===== src/hw/net_cfg_pkg.sv =====
/*
  network configuration constants for the udp transmit path
  station identity, udp source port, ipv4 header fields and
  ethernet framing values (preamble, minimum size, gap, crc-32)
*/
package net_cfg_pkg;

  // ------------------------------------------------------------------------
  // station identity
  // ------------------------------------------------------------------------
  // bit 1 is overwritten with the inverted macbit pin
  localparam logic [47:0] local_mac_base = 48'h02_1a_3c_00_40_5e;
  // 192.168.1.50
  localparam logic [31:0] local_ip       = 32'hc0_a8_01_32;
  localparam logic [15:0] local_udp_port = 16'd1024;

  // ------------------------------------------------------------------------
  // ipv4 / udp header fields
  // ------------------------------------------------------------------------
  localparam logic [7:0]  ip_ttl         = 8'h80;
  // don't fragment, offset zero
  localparam logic [15:0] ip_flags_frag  = 16'h4000;
  localparam logic [15:0] ethertype_ipv4 = 16'h0800;
  localparam logic [7:0]  ip_proto_udp   = 8'h11;
  localparam int          ip_header_len  = 20;
  localparam int          udp_header_len = 8;

  // ------------------------------------------------------------------------
  // ethernet framing
  // ------------------------------------------------------------------------
  localparam logic [7:0]  preamble_byte  = 8'h55;
  localparam logic [7:0]  sfd_byte       = 8'hd5;
  localparam int          preamble_len   = 7;
  // smallest ethernet payload, short ip packets are zero padded
  localparam int          min_ip_bytes   = 46;
  localparam int          ifg_bytes      = 12;
  // reflected form, shifted out lsb first
  localparam logic [31:0] crc_poly         = 32'hedb8_8320;
  localparam logic [31:0] crc_residue_init = 32'hffff_ffff;

endpackage


===== src/hw/frame_pkg.sv =====
/*
  types shared along the udp transmit chain
  destination and job records, the byte beat from the ip/udp
  builder to the mac framer, and the state encodings of both
*/
package frame_pkg;

  // where a frame goes
  typedef struct packed {
    logic [47:0] mac;
    logic [31:0] ip;
    logic [15:0] port;
  } udp_dest_t;

  // one accepted send request
  typedef struct packed {
    udp_dest_t   dest;
    // udp payload bytes, 1 to 1472
    logic [15:0] payload_len;
    logic [15:0] ip_id;
  } tx_job_t;

  // current ip byte offered to the framer
  typedef struct packed {
    logic [7:0] data;
    // final payload byte of the packet
    logic       last;
  } ip_beat_t;

  // ------------------------------------------------------------------------
  // state encodings
  // ------------------------------------------------------------------------
  typedef enum logic [1:0] {
    bld_idle,
    bld_ip_hdr,
    bld_udp_hdr,
    bld_payload
  } builder_phase_e;

  typedef enum logic [2:0] {
    frm_idle,
    frm_preamble,
    frm_sfd,
    frm_mac_hdr,
    frm_body,
    frm_pad,
    frm_fcs,
    frm_gap
  } framer_state_e;

endpackage


===== src/hw/udp_tx_frontend.sv =====
/*
  udp send request front end
  takes one held request at a time, latches destination and length
  into a transmit job stamped with a running ip id, and keeps the
  path busy until the framer reports the end of the gap
*/
`timescale 1ns/1ps

module udp_tx_frontend (
  input  logic                 tx_clock,
  input  logic                 rst_n,
  input  logic                 udp_tx_request,
  input  logic [15:0]          udp_tx_length,
  input  frame_pkg::udp_dest_t udp_dest,
  input  logic                 frame_done,
  output logic                 udp_tx_enable,
  output logic                 udp_tx_active,
  output frame_pkg::tx_job_t   job,
  output logic                 job_start
);

  logic        accept;
  logic        start_q;
  logic [15:0] ip_id_cnt;

  // a request held while busy just waits here
  assign accept = udp_tx_request && !udp_tx_active;

  always_ff @(posedge tx_clock or negedge rst_n) begin
    if (!rst_n) begin
      start_q       <= 1'b0;
      udp_tx_active <= 1'b0;
      ip_id_cnt     <= 16'd0;
    end else begin
      start_q <= accept;
      if (frame_done) begin
        udp_tx_active <= 1'b0;
      end else if (accept) begin
        udp_tx_active <= 1'b1;
      end
      // next frame gets the next id
      if (accept) begin
        ip_id_cnt <= ip_id_cnt + 16'd1;
      end
    end
  end

  // job is stable from the start pulse until the next acceptance
  always_ff @(posedge tx_clock) begin
    if (accept) begin
      job.dest        <= udp_dest;
      job.payload_len <= udp_tx_length;
      job.ip_id       <= ip_id_cnt;
    end
  end

  // enable to the user and start to the chain are the same pulse
  assign udp_tx_enable = start_q;
  assign job_start     = start_q;

  // no second job until the framer has closed the gap of this one
  ap_one_job: assert property (@(posedge tx_clock) disable iff (!rst_n)
    job_start |=> (!job_start throughout frame_done[->1]))
    else $error("job_start while a frame is still in flight");

endmodule


===== src/hw/ip_udp_builder.sv =====
/*
  ipv4 and udp header builder
  emits the 20 byte ip header (with header checksum) and the 8 byte
  udp header, msb first, then pulls payload bytes from the user one
  strobe at a time; the framer advances it with ip_next
*/
`timescale 1ns/1ps

module ip_udp_builder (
  input  logic                tx_clock,
  input  logic                rst_n,
  input  frame_pkg::tx_job_t  job,
  input  logic                job_start,
  input  logic                ip_next,
  input  logic [7:0]          udp_tx_data,
  output frame_pkg::ip_beat_t ip_beat,
  output logic                udp_data_strobe
);

  frame_pkg::builder_phase_e phase;
  logic [15:0]      pos;
  logic [15:0]      pos_nxt;
  logic [15:0]      hdr_len;
  logic [15:0]      total_len;
  logic [15:0]      udp_len;
  logic [15:0]      last_pos;
  logic [15:0]      ip_cksum;
  logic [31:0]      sum;
  logic [16:0]      fold;
  logic [27:0][7:0] hdr;
  logic             sum_pending;
  logic             advance;

  assign hdr_len   = 16'(net_cfg_pkg::ip_header_len + net_cfg_pkg::udp_header_len);
  assign total_len = hdr_len + job.payload_len;
  assign udp_len   = 16'(net_cfg_pkg::udp_header_len) + job.payload_len;
  // pos runs over header and payload, 0 is the 0x45 byte
  assign last_pos  = total_len - 16'd1;

  // ------------------------------------------------------------------------
  // header image, byte 0 in hdr[27]
  // ------------------------------------------------------------------------
  assign hdr = {8'h45, 8'h00, total_len, job.ip_id, net_cfg_pkg::ip_flags_frag,
                net_cfg_pkg::ip_ttl, net_cfg_pkg::ip_proto_udp, ip_cksum,
                net_cfg_pkg::local_ip, job.dest.ip,
                net_cfg_pkg::local_udp_port, job.dest.port, udp_len, 16'h0000};

  // ones' complement sum of the ten header words, checksum word as zero
  assign sum = 32'(16'h4500) + 32'(total_len) + 32'(job.ip_id)
             + 32'(net_cfg_pkg::ip_flags_frag)
             + 32'({net_cfg_pkg::ip_ttl, net_cfg_pkg::ip_proto_udp})
             + 32'(net_cfg_pkg::local_ip[31:16]) + 32'(net_cfg_pkg::local_ip[15:0])
             + 32'(job.dest.ip[31:16]) + 32'(job.dest.ip[15:0]);
  // end-around carry, second fold cannot carry again
  assign fold = {1'b0, sum[15:0]} + {1'b0, sum[31:16]};

  assign advance = ip_next && (phase != frame_pkg::bld_idle);
  assign pos_nxt = pos + 16'd1;
  // user byte is taken in the same cycle the framer asks for it
  assign udp_data_strobe = advance && !ip_beat.last && (pos_nxt >= hdr_len);

  // ------------------------------------------------------------------------
  // phase and position
  // ------------------------------------------------------------------------
  always_ff @(posedge tx_clock or negedge rst_n) begin
    if (!rst_n) begin
      phase       <= frame_pkg::bld_idle;
      pos         <= 16'd0;
      sum_pending <= 1'b0;
    end else begin
      sum_pending <= job_start;
      if (job_start) begin
        phase <= frame_pkg::bld_ip_hdr;
        pos   <= 16'd0;
      end else if (advance) begin
        pos <= pos_nxt;
        if (ip_beat.last) begin
          phase <= frame_pkg::bld_idle;
        end else if (pos_nxt == 16'(net_cfg_pkg::ip_header_len)) begin
          phase <= frame_pkg::bld_udp_hdr;
        end else if (pos_nxt == hdr_len) begin
          phase <= frame_pkg::bld_payload;
        end
      end
    end
  end

  // ------------------------------------------------------------------------
  // checksum and current byte
  // ------------------------------------------------------------------------
  always_ff @(posedge tx_clock) begin
    // job settled one cycle before, byte 10 is needed much later
    if (sum_pending) begin
      ip_cksum <= ~(fold[15:0] + {15'd0, fold[16]});
    end
    if (job_start) begin
      ip_beat.data <= hdr[27];
      ip_beat.last <= 1'b0;
    end else if (advance) begin
      if (pos_nxt < hdr_len) begin
        ip_beat.data <= hdr[5'd27 - pos_nxt[4:0]];
      end else begin
        ip_beat.data <= udp_tx_data;
      end
      ip_beat.last <= (pos_nxt == last_pos);
    end
  end

  // a sampled user byte always lands in the payload phase
  ap_strobe_payload: assert property (@(posedge tx_clock) disable iff (!rst_n)
    udp_data_strobe |=> (phase == frame_pkg::bld_payload))
    else $error("udp_data_strobe outside the payload phase");

endmodule


===== src/hw/mac_framer.sv =====
/*
  ethernet mac framer
  wraps the ip byte stream in preamble, sfd and mac header, pads the
  body to the minimum size, appends the crc-32 fcs and holds the
  inter-frame gap; one byte per byte_next from the nibble stage
*/
`timescale 1ns/1ps

module mac_framer (
  input  logic                tx_clock,
  input  logic                rst_n,
  input  logic                job_start,
  input  frame_pkg::tx_job_t  job,
  input  frame_pkg::ip_beat_t ip_beat,
  input  logic                byte_next,
  input  logic                macbit,
  output logic                ip_next,
  output logic [7:0]          frame_byte,
  output logic                frame_valid,
  output logic                frame_done,
  output logic [47:0]         local_mac
);

  frame_pkg::framer_state_e state;
  // index of the next byte within the current section
  logic [10:0]      cnt;
  logic             body_last;
  logic             crc_en;
  logic             body_full;
  logic [31:0]      crc;
  logic [31:0]      crc_nxt;
  logic [13:0][7:0] mac_hdr;

  // one crc-32 byte step, lsb first
  function automatic logic [31:0] crc_update(input logic [31:0] c, input logic [7:0] d);
    logic [31:0] r;
    r = c;
    for (int i = 0; i < 8; i++) begin
      if (r[0] ^ d[i]) begin
        r = (r >> 1) ^ net_cfg_pkg::crc_poly;
      end else begin
        r = r >> 1;
      end
    end
    return r;
  endfunction

  assign local_mac = {net_cfg_pkg::local_mac_base[47:2], ~macbit,
                      net_cfg_pkg::local_mac_base[0]};
  assign mac_hdr   = {job.dest.mac, local_mac, net_cfg_pkg::ethertype_ipv4};

  // fcs covers header, body and pad
  assign crc_en    = state inside {frame_pkg::frm_mac_hdr, frame_pkg::frm_body,
                                   frame_pkg::frm_pad};
  assign crc_nxt   = crc_update(crc, frame_byte);
  assign body_full = cnt >= 11'(net_cfg_pkg::min_ip_bytes);

  // builder advances whenever its current byte is loaded
  assign ip_next = byte_next &&
                   ((state == frame_pkg::frm_mac_hdr && cnt == 11'd14) ||
                    (state == frame_pkg::frm_body && !body_last));

  always_ff @(posedge tx_clock or negedge rst_n) begin
    if (!rst_n) begin
      state       <= frame_pkg::frm_idle;
      cnt         <= 11'd0;
      frame_valid <= 1'b0;
      frame_done  <= 1'b0;
      frame_byte  <= 8'h00;
      crc         <= 32'd0;
      body_last   <= 1'b0;
    end else begin
      frame_done <= 1'b0;
      if (byte_next && crc_en) begin
        crc <= crc_nxt;
      end
      case (state)
        frame_pkg::frm_idle: begin
          if (job_start) begin
            state       <= frame_pkg::frm_preamble;
            frame_valid <= 1'b1;
            frame_byte  <= net_cfg_pkg::preamble_byte;
            cnt         <= 11'd1;
            crc         <= net_cfg_pkg::crc_residue_init;
          end
        end
        frame_pkg::frm_preamble: begin
          if (byte_next) begin
            if (cnt == 11'(net_cfg_pkg::preamble_len)) begin
              state      <= frame_pkg::frm_sfd;
              frame_byte <= net_cfg_pkg::sfd_byte;
            end else begin
              frame_byte <= net_cfg_pkg::preamble_byte;
              cnt        <= cnt + 11'd1;
            end
          end
        end
        frame_pkg::frm_sfd: begin
          if (byte_next) begin
            state      <= frame_pkg::frm_mac_hdr;
            frame_byte <= mac_hdr[13];
            cnt        <= 11'd1;
          end
        end
        // dest mac, source mac, ethertype
        frame_pkg::frm_mac_hdr: begin
          if (byte_next) begin
            if (cnt == 11'd14) begin
              state      <= frame_pkg::frm_body;
              frame_byte <= ip_beat.data;
              body_last  <= ip_beat.last;
              cnt        <= 11'd1;
            end else begin
              frame_byte <= mac_hdr[4'd13 - cnt[3:0]];
              cnt        <= cnt + 11'd1;
            end
          end
        end
        // cnt counts body bytes loaded, pad included
        frame_pkg::frm_body, frame_pkg::frm_pad: begin
          if (byte_next) begin
            if (state == frame_pkg::frm_body && !body_last) begin
              frame_byte <= ip_beat.data;
              body_last  <= ip_beat.last;
              cnt        <= cnt + 11'd1;
            end else if (!body_full) begin
              state      <= frame_pkg::frm_pad;
              frame_byte <= 8'h00;
              cnt        <= cnt + 11'd1;
            end else begin
              // first fcs byte straight from the final crc step
              state      <= frame_pkg::frm_fcs;
              frame_byte <= ~crc_nxt[7:0];
              cnt        <= 11'd1;
            end
          end
        end
        frame_pkg::frm_fcs: begin
          if (byte_next) begin
            if (cnt == 11'd4) begin
              state       <= frame_pkg::frm_gap;
              frame_valid <= 1'b0;
              cnt         <= 11'd0;
            end else begin
              frame_byte <= ~crc[{cnt[1:0], 3'b000} +: 8];
              cnt        <= cnt + 11'd1;
            end
          end
        end
        // two clocks per gap byte
        frame_pkg::frm_gap: begin
          if (cnt == 11'(net_cfg_pkg::ifg_bytes * 2 - 1)) begin
            state      <= frame_pkg::frm_idle;
            frame_done <= 1'b1;
            cnt        <= 11'd0;
          end else begin
            cnt <= cnt + 11'd1;
          end
        end
        default: state <= frame_pkg::frm_idle;
      endcase
    end
  end

  // every byte pulled from the builder goes out as body
  ap_ip_next_body: assert property (@(posedge tx_clock) disable iff (!rst_n)
    ip_next |=> (state == frame_pkg::frm_body))
    else $error("ip_next outside the body of the frame");

endmodule


===== src/hw/nibble_tx.sv =====
/*
  100 mbit nibble transmitter
  sends each frame byte as two nibbles, low first, on PHY_TX with
  PHY_TX_EN and asks the framer for the next byte every two clocks
*/
`timescale 1ns/1ps

module nibble_tx (
  input  logic       tx_clock,
  input  logic       rst_n,
  input  logic [7:0] frame_byte,
  input  logic       frame_valid,
  output logic       byte_next,
  output logic [3:0] PHY_TX,
  output logic       PHY_TX_EN
);

  logic       hi_phase;
  // framer moves on right after the low nibble, keep the high one
  logic [3:0] hi_nib;

  assign byte_next = frame_valid && !hi_phase;

  always_ff @(posedge tx_clock or negedge rst_n) begin
    if (!rst_n) begin
      hi_phase  <= 1'b0;
      PHY_TX_EN <= 1'b0;
    end else begin
      hi_phase  <= byte_next;
      // high nibble still goes out after frame_valid drops
      PHY_TX_EN <= byte_next || hi_phase;
    end
  end

  always_ff @(posedge tx_clock) begin
    if (byte_next) begin
      PHY_TX <= frame_byte[3:0];
      hi_nib <= frame_byte[7:4];
    end else if (hi_phase) begin
      PHY_TX <= hi_nib;
    end else begin
      PHY_TX <= 4'h0;
    end
  end

  // both nibbles of a byte leave with enable high
  ap_en_pair: assert property (@(posedge tx_clock) disable iff (!rst_n)
    byte_next |=> PHY_TX_EN [*2])
    else $error("PHY_TX_EN dropped inside a byte");

endmodule


===== src/hw/network_tx.sv =====
/*
  udp transmit path, top level
  request front end, ip/udp header builder, mac framer and
  nibble transmitter in the tx_clock domain
*/
`timescale 1ns/1ps

module network_tx (
  input  logic                 tx_clock,
  input  logic                 rst_n,
  input  logic                 udp_tx_request,
  input  logic [15:0]          udp_tx_length,
  input  frame_pkg::udp_dest_t udp_dest,
  input  logic [7:0]           udp_tx_data,
  input  logic                 macbit,
  output logic                 udp_tx_enable,
  output logic                 udp_tx_active,
  output logic                 udp_data_strobe,
  output logic [47:0]          local_mac,
  output logic [3:0]           PHY_TX,
  output logic                 PHY_TX_EN
);

  frame_pkg::tx_job_t  job;
  frame_pkg::ip_beat_t ip_beat;
  logic                job_start;
  logic                ip_next;
  logic [7:0]          frame_byte;
  logic                frame_valid;
  logic                frame_done;
  logic                byte_next;

  // ------------------------------------------------------------------------
  // request in, job out
  // ------------------------------------------------------------------------
  udp_tx_frontend u_frontend (
    .tx_clock       (tx_clock),
    .rst_n          (rst_n),
    .udp_tx_request (udp_tx_request),
    .udp_tx_length  (udp_tx_length),
    .udp_dest       (udp_dest),
    .frame_done     (frame_done),
    .udp_tx_enable  (udp_tx_enable),
    .udp_tx_active  (udp_tx_active),
    .job            (job),
    .job_start      (job_start)
  );

  // headers and payload bytes
  ip_udp_builder u_builder (
    .tx_clock        (tx_clock),
    .rst_n           (rst_n),
    .job             (job),
    .job_start       (job_start),
    .ip_next         (ip_next),
    .udp_tx_data     (udp_tx_data),
    .ip_beat         (ip_beat),
    .udp_data_strobe (udp_data_strobe)
  );

  // ------------------------------------------------------------------------
  // ethernet frame and phy side
  // ------------------------------------------------------------------------
  mac_framer u_framer (
    .tx_clock    (tx_clock),
    .rst_n       (rst_n),
    .job_start   (job_start),
    .job         (job),
    .ip_beat     (ip_beat),
    .byte_next   (byte_next),
    .macbit      (macbit),
    .ip_next     (ip_next),
    .frame_byte  (frame_byte),
    .frame_valid (frame_valid),
    .frame_done  (frame_done),
    .local_mac   (local_mac)
  );

  nibble_tx u_nibble (
    .tx_clock    (tx_clock),
    .rst_n       (rst_n),
    .frame_byte  (frame_byte),
    .frame_valid (frame_valid),
    .byte_next   (byte_next),
    .PHY_TX      (PHY_TX),
    .PHY_TX_EN   (PHY_TX_EN)
  );

endmodule


===== config.mk =====
export PLATFORM = sky130hd
export DESIGN_NAME = network_tx
export DESIGN_NICKNAME = d
export VERILOG_FILES = /design/src/hw/net_cfg_pkg.sv /design/src/hw/frame_pkg.sv /design/src/hw/udp_tx_frontend.sv /design/src/hw/ip_udp_builder.sv /design/src/hw/mac_framer.sv /design/src/hw/nibble_tx.sv /design/src/hw/network_tx.sv
export SDC_FILE = /design/constraint.sdc
export NUM_CORES = 1
export LEC_CHECK = 0
export ABC_AREA = 0
export BUFFER_PORTS_ARGS = -buffer_cell sky130_fd_sc_hd__buf_4
export CAP_MARGIN = 10
export CORE_MARGIN = 5
export CORE_UTILIZATION = 30
export DETAILED_ROUTE_END_ITERATION = 10
export PLACE_DENSITY_LB_ADDON = 0.05
export SETUP_SLACK_MARGIN = 0.05
export SLEW_MARGIN = 20
export SYNTH_ARGS = -nofsm -noshare
export SYNTH_HDL_FRONTEND = slang
export SYNTH_SLANG_ARGS = --single-unit
export TNS_END_PERCENT = 50

===== constraint.sdc =====
create_clock -name tx_clock -period 18.05 [get_ports tx_clock]
set_clock_uncertainty 0.15 [all_clocks]
set_input_delay 3.61 -clock tx_clock [delete_from_list [all_inputs] [get_ports tx_clock]]
set_output_delay 3.61 -clock tx_clock [all_outputs]
set_load 0.02 [all_outputs]

==> reports/qor.txt <==
PWR
-----------------------------------------------------------------------------------------------
Sequential group share of total power ............................................        27.5%
Clk network pwr share ............................................................        22.9%
Leakage power ....................................................................  0.007761 µW
Power per cell area .............................................................. 150.6 nW/µm²
Maximum vdd ir drop ..............................................................  0.0001220 V
Portion of total power attributed to combinational logic .........................        49.7%
Cell-internal power ..............................................................      1685 µW
Switching fraction of total power ................................................       42.23%
Net switching power ..............................................................      1232 µW

CRITICAL PATH
-----------------------------------------------------------------------------------------------
Depth of the worst register-to-register path .....................................           36
CP dominant cell by count ........................................................ sky130_fd_sc_hd__ha_1
Worst-case register-to-register setup slack ......................................      8.50 ns
CP delay by family, top .......................................................... simple AND/OR/NAND/NOR gates
Start-to-end type of the worst setup path ........................................      reg2reg
Crit-path max FO .................................................................            7
Type of origin of the critical path ..............................................         flop
Crit path largest cell delay .....................................................      0.51 ns
Critical Path RT .................................................................     18.20 ns
Endpoint type of the worst setup path ............................................         flop
Critical register-to-register path startpoint .................................... u_frontend.job[18]
Master of the slowest instance on the critical path .............................. sky130_fd_sc_hd__fa_1
Bufs and invs on worst path ......................................................            4
Reg-to-reg endpoint .............................................................. u_builder.ip_cksum[14]
Origin of the worst setup path ................................................... u_frontend.job[18]
Arr. time, crit path .............................................................      9.69 ns

HOLD PATH
-----------------------------------------------------------------------------------------------
Hold WC Path Type ................................................................      reg2reg
Endpoint of the worst hold-timing path ........................................... u_nibble.PHY_TX[2]
Count of cells along the worst hold path .........................................            2
Min-delay src .................................................................... u_nibble.hi_nib[2]

CLOCKING
-----------------------------------------------------------------------------------------------
Total of hold buffers inserted after clock tree synthesis ........................            0
Setup repair bufs after CTS ......................................................            0
Cell at the root of the clock tree ............................................... sky130_fd_sc_hd__clkbuf_16
TritonCTS clock tree .............................................................          yes
Maximum clock path buffer count ..................................................            3
Clock latency at the later pin of the worst-skew pair ............................      0.55 ns
Post-cts resize count ............................................................            0
Clock sink count .................................................................          257
Clock input transition at the sequential cells of the worst setup and hold paths .      0.06 ns
H-Tree Depth .....................................................................            2
Number of buffers inserted during clock tree synthesis ...........................           34

DRT
-----------------------------------------------------------------------------------------------
Total number of vias .............................................................        12310
Count of routing violations after the opening detailed-route iteration ...........          759
Average wire length per cell after detail routing ................................     20.92 µm
Residual DRC count ...............................................................            0
Routed via count divided by cell count ...........................................        4.935
Total wire length ................................................................     52180 µm
1st-pass router iterations .......................................................            7
Antenna Violating Nets Remaining .................................................            0

FLOORPLANNING
-----------------------------------------------------------------------------------------------
Total die area ...................................................................    60200 µm²
Placeable core region ............................................................    54990 µm²
IO Pins ..........................................................................          180
Row count ........................................................................           86
Starting Density .................................................................       30.22%
Chip Width .......................................................................     245.4 µm
Die boundary height ..............................................................     245.4 µm

PLACEMENT
-----------------------------------------------------------------------------------------------
Setup slack after placement ......................................................     8.575 ns
Gpl congestion ...................................................................       0.8678
Count of port buffers added during placement .....................................          132
Estimated wirelength of the detail-placed design .................................     39410 µm

STA
-----------------------------------------------------------------------------------------------
Setup-violating endpoint count in the final report ...............................            0
Final critical-path required period ..............................................     9.549 ns
Period Utilization, post-route ...................................................       52.90%
Least setup slack across all paths after layout ..................................     8.501 ns
Hold violation total from the final report .......................................            0
Normalized max-slew margin .......................................................       39.16%
RSZ-0062 raised after global routing .............................................           no
TNS Setup ........................................................................         0 ns
Highest achievable clock rate ....................................................   0.1047 GHz
Number of max-slew violations in the final report ................................            0
Slew at the pin with the worst max-slew slack ....................................    0.9107 ns

YOSYS
-----------------------------------------------------------------------------------------------
Mapped Avg Cell Area .............................................................    10.37 µm²
Cell with the most instances after synthesis ..................................... sky130_fd_sc_hd__edfxtp_1
Synth async-reset ratio ..........................................................       37.35%
Number of enable flip-flop cells after synthesis .................................          148
Number of register bits inferred by synthesis ....................................          257
Warnings, synthesis ..............................................................            0
Most frequently used flop master after synthesis ................................. sky130_fd_sc_hd__edfxtp_1
Library cells used by synthesis ..................................................           87
Area of the mapped netlist .......................................................    16620 µm²
Biggest area consumer among synthesized cells .................................... sky130_fd_sc_hd__edfxtp_1
Gate count after technology mapping ..............................................         1602
Top cells by area, synth ......................................................... sky130_fd_sc_hd__edfxtp_1 (27%), sky130_fd_sc_hd__dfrtp_1 (14%), sky130_fd_sc_hd__xnor2_1 (7.2%)
Commonest cells in the netlist ................................................... sky130_fd_sc_hd__edfxtp_1 (148), sky130_fd_sc_hd__nand2_1 (139), sky130_fd_sc_hd__xnor2_1 (136)
Seq/Total Area, Yosys ............................................................       42.77%
Fraction of post-synthesis cell area in the top cell type by area ................       26.74%

JOB
-----------------------------------------------------------------------------------------------
Max cap viols ....................................................................            0

GLOBAL ROUTE
-----------------------------------------------------------------------------------------------
Remaining global-route overflow ..................................................            0
Number of global-route vias before repair ........................................        12540
Number of antenna violations at the first check in global routing ................            1
First-pass GRT wire length .......................................................     78970 µm
Gr usage total ...................................................................       17.04%
Maximum number of pins on one net before global-route repair .....................          135

STATUS
-----------------------------------------------------------------------------------------------
Run status ....................................................................... complete, no violations

LAYOUT
-----------------------------------------------------------------------------------------------
Layout cell share with drive strength beyond 1 ...................................       14.55%
Number of nets in the finished design ............................................         1940
Area growth, synth to finish .....................................................       16.58%
Diodes inserted ..................................................................            0

-- power groups by stage --
stage          Combinational (µW)  Clock [µW]  Sequential (µW)
6_report                     1450         668              801
5_1_grt                      1590         715              815
4_1_cts                      1460         695              801
3_5_place_dp                 1450           0              811
3_3_place_gp                 1460           0              812
2_1_floorplan                1080           0              767
-- worst reg2reg max path, delay by kind of cell, from the launching register on --
| family | cells | cell delay (ns) |
|---|---|---|
| adders and majority gates | 8 | 2.51 |
| DFF | 1 | 0.46 |
| xor gates and xnor gates | 4 | 1.05 |
| buffers and inverters | 4 | 0.41 |
| AOI/OAI and AO/OA | 10 | 2.11 |
| and+or+nand+nor | 10 | 2.57 |
-- layout by cell type (no fill, tap or decap), types with 35 or more instances in the layout --
cell type and instances:
sky130_fd_sc_hd__a21oi_1 83, sky130_fd_sc_hd__buf_4 148, sky130_fd_sc_hd__clkbuf_16 35, sky130_fd_sc_hd__conb_1 47
sky130_fd_sc_hd__dfrtp_1 94, sky130_fd_sc_hd__edfxtp_1 148, sky130_fd_sc_hd__ha_1 64, sky130_fd_sc_hd__inv_1 115
sky130_fd_sc_hd__nand2_1 139, sky130_fd_sc_hd__nand3_1 47, sky130_fd_sc_hd__nor2_1 80, sky130_fd_sc_hd__o211ai_1 42
sky130_fd_sc_hd__o21ai_0 71, sky130_fd_sc_hd__xnor2_1 136, sky130_fd_sc_hd__xor2_1 60
-- logic make-up (layout without fill, tap and decap cells) --
family          Yosys count  count (layout)  synth area share (%)
compound gates          334             334                 13.29
xor+xnor                201             201                 10.90
fa+ha+maj                97              97                 8.734
buf+inv                 227             326                 6.257
flops                   257             257                 42.77
mux                      63              63                 5.595
other cells               2              47               0.04519
simple gates            421             421                 12.42
-- layer usage --
metal	GRT usage (%)	up-vias	part of all wire, %
li1	-	5892	-
met1	26.04	6105	50
met2	25.38	251	43
met3	2.620	60	4.1
met4	4.086	0	2.2
met5	0	-	0
-- worst max path at each step --
stage / slack [ns] / to / depth (start not counted)
2_1_floorplan: 9.14 / u_frontend.ip_id_cnt[11] / 6
3_3_place_gp: 8.71 / u_builder.ip_cksum[14] / 34
3_5_place_dp: 8.58 / u_builder.ip_cksum[14] / 36
4_1_cts: 8.50 / u_builder.ip_cksum[14] / 34
5_1_grt: 7.80 / u_builder.ip_cksum[14] / 34
6_report: 8.50 / u_builder.ip_cksum[14] / 36
-- area by class of cell --
cell class | instances | area (µm²)
Multi-Input combinational cell | 1163 | 8662
Clock inverter | 14 | 125.1
Sequential cell | 257 | 7112
Inverter | 115 | 431.7
Clock buffer | 48 | 974.7
Fill cell | 5562 | 35610
Tap cell | 748 | 935.9
Timing Repair Buffer | 149 | 1131
-- metrics by stage --
stage | utilization (%) | instance area [µm²] | hold WS [ns] | total power [µW] | cells
after floorplan | - | 16790 | 0.2285 | 1846 | 1647
after global placement | 33.22 | 18270 | 0.3031 | 2272 | 2432
after detailed placement | 33.22 | 18270 | 0.3015 | 2264 | 2432
after CTS | 35.23 | 19370 | 0.3141 | 2960 | 2494
after global routing | 35.23 | 19370 | 0.3372 | 3121 | 2494
final | 35.23 | 19370 | 0.3090 | 2917 | 2494
-- flip-flops by register name, indices dropped and copies added (netlist names) --
register and flops:
u_builder.phase 2, u_builder.ip_cksum 16, u_frontend.job_start 1, u_builder.sum_pending 1, u_nibble.PHY_TX_EN 1, u_framer.body_last 1
u_nibble.hi_nib 4, u_nibble.hi_phase 1, u_framer.crc 32, u_frontend.udp_tx_active 1, u_framer.state 3, u_framer.frame_done 1
u_frontend.ip_id_cnt 16, u_nibble.PHY_TX 4, u_framer.frame_valid 1, u_framer.cnt 11, u_builder.ip_beat 9, u_framer.frame_byte 8
u_builder.pos 16, u_frontend.job 128
No activity file was read; power rests on OpenSTA's default activity.
